**src/common/seg_pkg.sv**
```systemverilog
// shared types for the scrolling hex display driver
// segment patterns are active low, bit 6 is segment a down to bit 0 as segment g
package seg_pkg;

	typedef logic [3:0] hex_nibble_t;   // one stored hex digit
	typedef logic [6:0] seg_pattern_t;  // a..g, low lights the segment

	// one phase per dot tick, gap keeps the digit dark while the next one is fetched
	typedef enum logic [2:0] {
		PH_A,
		PH_B,
		PH_C,
		PH_D,
		PH_E,
		PH_F,
		PH_G,
		PH_GAP
	} seg_phase_t;

	localparam seg_pattern_t SEG_DARK = 7'b1111111; // all segments off

	// hex to seven segment, common anode table
	function automatic seg_pattern_t hex_to_seg(input hex_nibble_t n);
		seg_pattern_t p;
		case (n)
			4'h0:    p = 7'b0000001; // g off
			4'h1:    p = 7'b1001111; // b c
			4'h2:    p = 7'b0010010;
			4'h3:    p = 7'b0000110;
			4'h4:    p = 7'b1001100;
			4'h5:    p = 7'b0100100;
			4'h6:    p = 7'b0100000;
			4'h7:    p = 7'b0001111; // a b c
			4'h8:    p = 7'b0000000; // everything lit
			4'h9:    p = 7'b0000100;
			4'ha:    p = 7'b0001000;
			4'hb:    p = 7'b1100000; // lower case b
			4'hc:    p = 7'b1110010; // lower case c
			4'hd:    p = 7'b1000010; // lower case d
			4'he:    p = 7'b0110000;
			default: p = 7'b0111000; // F, a e f g
		endcase
		return p;
	endfunction

endpackage

```
**src/common/scan_if.sv**
```systemverilog
// request and answer between the digit scan and the segment strobe
// digit_req is a one cycle strobe, pattern_valid follows exactly one cycle later
`timescale 1ns/1ps

interface scan_if #(
	parameter int NUM_DIGITS = 4
);
	import seg_pkg::*;

	localparam int IDX_W = (NUM_DIGITS > 1) ? $clog2(NUM_DIGITS) : 1;

	logic             digit_req;     // strobe asks for the next digit
	logic [IDX_W-1:0] digit_index;   // digit now on the anodes
	seg_pattern_t     pattern;       // decoded pattern of that digit
	logic             pattern_valid; // pattern is fresh this cycle

	modport scan (
		input  digit_req,
		output digit_index,
		output pattern,
		output pattern_valid
	);

	modport strobe (
		output digit_req,
		input  pattern,
		input  pattern_valid
	);

endinterface

```
**src/verilog/tick_gen.sv**
```systemverilog
// prescaler for the dot tick and the auto step tick
// both divisors must be at least 2, first tick comes DIV cycles after reset
`timescale 1ns/1ps

module tick_gen #(
	parameter int DOT_DIV  = 4096,
	parameter int STEP_DIV = 1 << 24
) (
	input  logic CLK,
	input  logic reset,
	output logic dot_tick,
	output logic step_tick
);

	localparam int MAX_DIV = (DOT_DIV > STEP_DIV) ? DOT_DIV : STEP_DIV;
	localparam int CNT_W   = (MAX_DIV > 2) ? $clog2(MAX_DIV) : 1;

	logic [1:0] tick; // 0 dot, 1 step

	// same down counter twice, only the divisor differs
	for (genvar i = 0; i < 2; i++) begin : g_div
		localparam int DIV = (i == 0) ? DOT_DIV : STEP_DIV;

		logic [CNT_W-1:0] cnt;

		always_ff @(posedge CLK) begin
			if (reset) begin
				cnt     <= CNT_W'(DIV - 1); // restart full period
				tick[i] <= 1'b0;
			end else begin
				tick[i] <= (cnt == '0);     // one cycle strobe on wrap
				if (cnt == '0) begin
					cnt <= CNT_W'(DIV - 1);
				end else begin
					cnt <= cnt - 1'b1;
				end
			end
		end
	end

	assign dot_tick  = tick[0];
	assign step_tick = tick[1];

endmodule

```
**src/scroll/digit_shift.sv**
```systemverilog
// scrolling store of hex digits, new digit enters at index 0 (rightmost)
// push wins over an auto step in the same cycle, steps only count in auto mode
`timescale 1ns/1ps

module digit_shift #(
	parameter int NUM_DIGITS = 4
) (
	input  logic                                    CLK,
	input  logic                                    reset,
	input  logic                                    push,
	input  seg_pkg::hex_nibble_t                    nibble,
	input  logic                                    auto_mode,
	input  logic                                    step_tick,
	output seg_pkg::hex_nibble_t [NUM_DIGITS-1:0]   digits
);
	import seg_pkg::*;

	hex_nibble_t auto_cnt; // counter feeding auto entries
	logic        step_ok;  // step accepted this cycle
	logic        entry;    // something shifts in
	hex_nibble_t new_val;  // value entering digit 0

	always_comb begin
		step_ok = step_tick & auto_mode & ~push; // push has priority
		entry   = push | step_ok;
		new_val = push ? nibble : auto_cnt;
	end

	always_ff @(posedge CLK) begin
		if (reset) begin
			auto_cnt <= '0;
		end else if (step_ok) begin
			auto_cnt <= auto_cnt + 1'b1; // wraps mod 16
		end
	end

	// older digits move one place left on every entry
	always_ff @(posedge CLK) begin
		if (reset) begin
			digits <= '0;
		end else if (entry) begin
			for (int i = NUM_DIGITS - 1; i > 0; i--) begin
				digits[i] <= digits[i-1];
			end
			digits[0] <= new_val;
		end
	end

endmodule

```
**src/scan/digit_scan.sv**
```systemverilog
// digit scan, one anode at a time, active high
// answers each digit_req one cycle later with the decoded pattern of the new digit
`timescale 1ns/1ps

module digit_scan #(
	parameter int NUM_DIGITS = 4
) (
	input  logic                                  CLK,
	input  logic                                  reset,
	input  seg_pkg::hex_nibble_t [NUM_DIGITS-1:0] digits,
	scan_if.scan                                  scan,
	output logic [NUM_DIGITS-1:0]                 anode
);
	import seg_pkg::*;

	localparam int IDX_W = (NUM_DIGITS > 1) ? $clog2(NUM_DIGITS) : 1;
	localparam logic [IDX_W-1:0] LAST_IDX = IDX_W'(NUM_DIGITS - 1);

	logic [IDX_W-1:0] next_idx; // digit selected by the next request

	always_comb begin
		if (scan.digit_index == LAST_IDX) begin
			next_idx = '0; // wrap back to rightmost digit
		end else begin
			next_idx = scan.digit_index + 1'b1;
		end
	end

	// index and anode move together, index parks on the last digit after reset
	always_ff @(posedge CLK) begin
		if (reset) begin
			scan.digit_index <= LAST_IDX;
			anode            <= '0;   // display dark until the first request
		end else if (scan.digit_req) begin
			scan.digit_index <= next_idx;
			anode            <= NUM_DIGITS'(1) << next_idx; // one hot
		end
	end

	always_ff @(posedge CLK) begin
		if (reset) begin
			scan.pattern_valid <= 1'b0;
		end else begin
			scan.pattern_valid <= scan.digit_req; // fixed one cycle answer
		end
	end

	// decode once here, the store keeps nibbles
	always_ff @(posedge CLK) begin
		if (scan.digit_req) begin
			scan.pattern <= hex_to_seg(digits[next_idx]);
		end
	end

endmodule

```
**src/scan/seg_strobe.sv**
```systemverilog
// segment strobe, lights a through g one per dot tick then a dark gap
// dot ticks must be at least 2 cycles apart so a request is answered before the next tick
`timescale 1ns/1ps

module seg_strobe (
	input  logic                  CLK,
	input  logic                  reset,
	input  logic                  dot_tick,
	scan_if.strobe                scan,
	output seg_pkg::seg_pattern_t seg
);
	import seg_pkg::*;

	seg_phase_t   phase;   // current segment slot
	seg_pattern_t pat_q;   // pattern of the digit on the anodes
	logic [2:0]   seg_bit; // bit of seg owned by this phase

	// walk a..g on dot ticks, the gap waits for the next pattern
	always_ff @(posedge CLK) begin
		if (reset) begin
			phase <= PH_GAP; // first request fetches digit 0
		end else if (scan.pattern_valid) begin
			phase <= PH_A;   // new digit starts at segment a
		end else if (dot_tick && phase != PH_GAP) begin
			phase <= seg_phase_t'(phase + 1'b1); // PH_G rolls into PH_GAP
		end
	end

	always_ff @(posedge CLK) begin
		if (reset) begin
			scan.digit_req <= 1'b0;
		end else begin
			scan.digit_req <= dot_tick && phase == PH_GAP && !scan.pattern_valid; // single pulse
		end
	end

	always_ff @(posedge CLK) begin
		if (scan.pattern_valid) begin
			pat_q <= scan.pattern;
		end
	end

	// only the segment of this phase may go low, the one before is cleared with it
	always_comb begin
		seg_bit = 3'd6 - 3'(phase); // PH_A owns bit 6
		seg     = SEG_DARK;
		if (phase != PH_GAP) begin
			seg[seg_bit] = pat_q[seg_bit];
		end
	end

endmodule

```
**src/verilog/seg_scroll_top.sv**
```systemverilog
// scrolling hex display driver for a common anode seven segment display
// a pushed digit shows once digit 0 is next scanned, within one frame plus one digit
`timescale 1ns/1ps

module seg_scroll_top #(
	parameter int NUM_DIGITS = 4,
	parameter int DOT_DIV    = 4096,   // CLK cycles per segment slot
	parameter int STEP_DIV   = 1 << 24 // CLK cycles per auto step
) (
	input  logic                  CLK,
	input  logic                  reset,
	input  logic                  push,
	input  logic [3:0]            nibble,
	input  logic                  auto_mode,
	output logic [NUM_DIGITS-1:0] anode,
	output logic [6:0]            seg
);
	import seg_pkg::*;

	logic                         dot_tick;  // one segment slot
	logic                         step_tick; // auto counter step
	hex_nibble_t [NUM_DIGITS-1:0] digits;    // stored digits, 0 is rightmost

	scan_if #(.NUM_DIGITS(NUM_DIGITS)) scan_bus ();

	tick_gen #(
		.DOT_DIV  (DOT_DIV),
		.STEP_DIV (STEP_DIV)
	) u_tick (
		.CLK       (CLK),
		.reset     (reset),
		.dot_tick  (dot_tick),
		.step_tick (step_tick)
	);

	digit_shift #(.NUM_DIGITS(NUM_DIGITS)) u_shift (
		.CLK       (CLK),
		.reset     (reset),
		.push      (push),
		.nibble    (nibble),
		.auto_mode (auto_mode),
		.step_tick (step_tick),
		.digits    (digits)
	);

	digit_scan #(.NUM_DIGITS(NUM_DIGITS)) u_scan (
		.CLK    (CLK),
		.reset  (reset),
		.digits (digits),
		.scan   (scan_bus.scan),
		.anode  (anode)
	);

	seg_strobe u_strobe (
		.CLK      (CLK),
		.reset    (reset),
		.dot_tick (dot_tick),
		.scan     (scan_bus.strobe),
		.seg      (seg)
	);

endmodule

```
**config.mk**
```make
export PLATFORM = sky130hd
export DESIGN_NAME = seg_scroll_top
export DESIGN_NICKNAME = d
export VERILOG_FILES = /design/src/common/seg_pkg.sv /design/src/common/scan_if.sv /design/src/verilog/tick_gen.sv /design/src/scroll/digit_shift.sv /design/src/scan/digit_scan.sv /design/src/scan/seg_strobe.sv /design/src/verilog/seg_scroll_top.sv
export SDC_FILE = /design/constraint.sdc
export NUM_CORES = 1
export LEC_CHECK = 0
export BUFFER_PORTS_ARGS = -buffer_cell sky130_fd_sc_hd__buf_2
export CAP_MARGIN = 40
export CORE_ASPECT_RATIO = 0.75
export CORE_MARGIN = 2
export CORE_UTILIZATION = 55
export CTS_CLUSTER_SIZE = 10
export DETAILED_ROUTE_END_ITERATION = 10
export HOLD_SLACK_MARGIN = 0.05
export PLACE_DENSITY = 0.74
export SYNTH_ARGS = -nofsm -noshare
export SYNTH_HDL_FRONTEND = slang
export SYNTH_SLANG_ARGS = --single-unit
```
**constraint.sdc**
```tcl
create_clock -name CLK -period 2.4 [get_ports CLK]
set_input_delay 0.24 -clock CLK [delete_from_list [all_inputs] [get_ports CLK]]
set_output_delay 0.24 -clock CLK [all_outputs]
set_load 0.01 [all_outputs]
```
==> flow_metrics.env <==
export IMPL_period_share_pct=96.40
export IMPL_mostFrequentLayoutCell="dfxtp_1"
export IMPL_synthArstFlopShare_pct=0
export IMPL_timing_final_max_slew_violations=0
export IMPL_core_rowCount=27
export IMPL_ys_warnings_count=0
export IMPL_synth_area_per_cell_um2=9.267
export IMPL_antenna_found_initial=0
export IMPL_max_stage_delay_ps=570
export IMPL_synth_edf_count=14
export IMPL_grt_pass1_vias=2868
export IMPL_netlist_area_mm2=0.004263
export IMPL_p_sw_share_pct=20.70
export IMPL_die_area_mm2=0.008478
export IMPL_p_leak_nw=1.620
export IMPL_p_total_mw=2.916
export IMPL_finClkSkew_ps=13.34
export IMPL_setup_worst_path_class="reg -> reg"
export IMPL_fmax_mhz=432.2
export IMPL_gp_congestion=0.8078
export IMPL_max_slew_margin_pct=49.05
export IMPL_drc=0
export IMPL_status="finished, final reports clean"
export IMPL_endpoint_kind="flip-flop"
export IMPL_wl_mm=7.514
export IMPL_portBuffers=18
export IMPL_synth_seq_cells=95
export IMPL_fillers=650
export IMPL_cts_setup_buffers=0
export IMPL_cp_max_fo=4
export IMPL_cts_tree="done"
export IMPL_fin_tns_setup_ps=0
export IMPL_grt_max_degree=34
export IMPL_yosysUniqueCellTypes=46
export IMPL_drive_gt1_share_pct=11.18
export IMPL_crit_chain="ha_1 > nor2_4 > mux4_2 > inv_1 > ha_1 > mux2_2 > a21oi_1"
export IMPL_cp_arrival_ps=2530
export IMPL_gr_usage_all_layers_pct=19.46
export IMPL_die_x_um=105.7
export IMPL_powerDensity_mw_per_mm2=625.4
export IMPL_internal_power_mw=2.313
export IMPL_crit_top_cell="ha_1"
export IMPL_synthCells=460
export IMPL_p_clk_share_pct=39.6
export IMPL_core_area_mm2=0.007432
export IMPL_io_pins=19
export IMPL_placed_cell_area_mm2=0.004424
export IMPL_seqCellArea_mm2=0.002042
export IMPL_cts_made_buffers=9
export IMPL_pwr_share_seq_pct=56.2
export IMPL_wl_per_cell_um=12.87
export IMPL_cts_sinks=95
export IMPL_num_antenna_cells=0
export IMPL_ys_flop_type="dfxtp_1"
export IMPL_cap_viol_max_count=0
export IMPL_fin_cells=584
export IMPL_vias=3105
export IMPL_dr_pass1_iters=4
export IMPL_start_util_pct=57.36
export IMPL_hold_ws_ps=107.2
export IMPL_synth_seq_area_share_pct=47.90
export IMPL_cts_resized_gates=0
export IMPL_crit_family="multiplexers"
export IMPL_cp_start_kind="flip-flop"
export IMPL_insertion_delay_ps=370
export IMPL_final_cell_mix="81 x dfxtp_1, 80 x nand2_1, 52 x nor2_1, 26 x a21oi_1, 21 x xnor2_1"
export IMPL_fin_ws_ps=86.33
export IMPL_period_minus_slack_ps=2314
export IMPL_hold_violations=0
export IMPL_hpwl_mm=5.391
export IMPL_drtAntennaViolNets=0
export IMPL_hp_class="in -> reg"
export IMPL_cts_reportedPaths_clkPinSlew_ps=90
export IMPL_fin_area_mm2=0.004663
export IMPL_final_util_pct=62.74
export IMPL_syn_to_final_growth_pct=9.392
export IMPL_vias_per_cell=5.317
export IMPL_cp_num_buf_inv=1
export IMPL_setup_viol=0
export IMPL_grt_pass1_wl_mm=13.04
export IMPL_tightestPinTransition_ps=761.5
export IMPL_die_h_um=80.25
export IMPL_switching_power_uw=603.8
export IMPL_p_comb_share_pct=4.1
export IMPL_multiInputGateArea_mm2=0.002098
export IMPL_final_net_count=503
export IMPL_crit_required_ps=2610
export IMPL_syn_nets=485
export IMPL_h_tree_depth=3
export IMPL_place_ws_ps=66.60
export IMPL_cts_max_path_buffers=2
export IMPL_dpl_cell_count=567
export IMPL_cp_slowest_cell="mux4_2"
export IMPL_hold_buffers=0
export IMPL_ir_drop_mv=0.3677
export IMPL_cts_root_buf="clkbuf_8"
export IMPL_drtIter0Drc=220
export IMPL_grt_ovfl_total=0
==> cells by family after synthesis <==
| group | count (synthesis) | share of synthesized area (%) |
|---|---|---|
| AND/OR/NAND/NOR | 218 | 24.68 |
| adder cells (fa/ha/maj) | 17 | 4.990 |
| XOR/XNOR | 39 | 8.013 |
| flip-flops | 95 | 47.90 |
| buffers and inverters | 27 | 3.052 |
| multiplexers | 16 | 4.961 |
| AO/OA/AOI/OAI | 48 | 6.399 |
==> power groups by stage <==
stage               Sequential [mW]  Clock (mW)  Combinational [mW]
detailed placement             1.68           0               0.120
global route                   1.64        1.25               0.138
CTS                            1.64        1.19               0.120
finish                         1.64        1.16               0.121
floorplan                      1.67           0              0.0963
global placement               1.68           0               0.114
==> worst reg2reg max path: stages (launching register included) <==
cell and delay, ps:
dfxtp_1 380, ha_1 280, nor2_4 140, mux4_2 570, inv_1 110, ha_1 250, mux2_2 270, a21oi_1 150
==> per-layer routing <==
| layer | wire (um) | global-route usage [%] | up-vias |
|---|---|---|---|
| met1 | 3716 | 26.31 | 1444 |
| li1 | - | - | 1614 |
| met3 | 340 | 6.575 | 5 |
| met2 | 3389 | 29.81 | 42 |
| met4 | 67 | 5.526 | 0 |
| met5 | 0 | 0 | - |
==> registers in the layout, summed over array words and instances, names as in the netlist, 2 cells and up <==
name                     cells
u_shift.auto_cnt             4
u_scan.scan.pattern          7
u_strobe.phase               3
u_strobe.pat_q               7
u_scan.scan.digit_index      2
u_shift.digits              16
u_tick.g_div.cnt            48
u_scan.anode                 4
==> worst paths after layout <==
kind                                                  from                     end  slack, ps  depth (start not counted)
worst min-delay path                             nibble[2]       u_shift.digits[2]        110                          3
worst max-delay path            u_scan.scan.digit_index[0]  u_scan.scan.pattern[5]         90                          7
worst min register to register      u_tick.g_div[0].cnt[0]  u_tick.g_div[0].cnt[0]        400                          1
worst max register to register  u_scan.scan.digit_index[0]  u_scan.scan.pattern[5]         90                          7
==> area by class of cell <==
type                            count  share of cell area, %
Sequential cell                    95                  43.79
Timing Repair Buffer               23                  2.817
Inverter                           11                 0.8854
Clock inverter                      3                  1.395
Clock buffer                       13                  3.408
Tap cell                          101                  2.710
Multi-Input combinational cell    338                  45.00
==> cells in the mapped netlist (10+ instances only) <==
| master | number | area share, % |
|---|---|---|
| a21oi_1 | 26 | 3.1 |
| dfxtp_1 | 81 | 38 |
| edfxtp_1 | 14 | 9.9 |
| ha_1 | 17 | 5.0 |
| inv_1 | 11 | 0.97 |
| mux2i_1 | 11 | 2.6 |
| nand2_1 | 80 | 7.0 |
| nand3_1 | 16 | 1.9 |
| nand4_1 | 10 | 1.5 |
| nor2_1 | 53 | 4.7 |
| nor3_1 | 19 | 2.2 |
| o21ai_0 | 11 | 1.3 |
| xnor2_1 | 21 | 4.3 |
| xor2_1 | 18 | 3.7 |
Note: power is estimated with default switching activity, not from simulation.
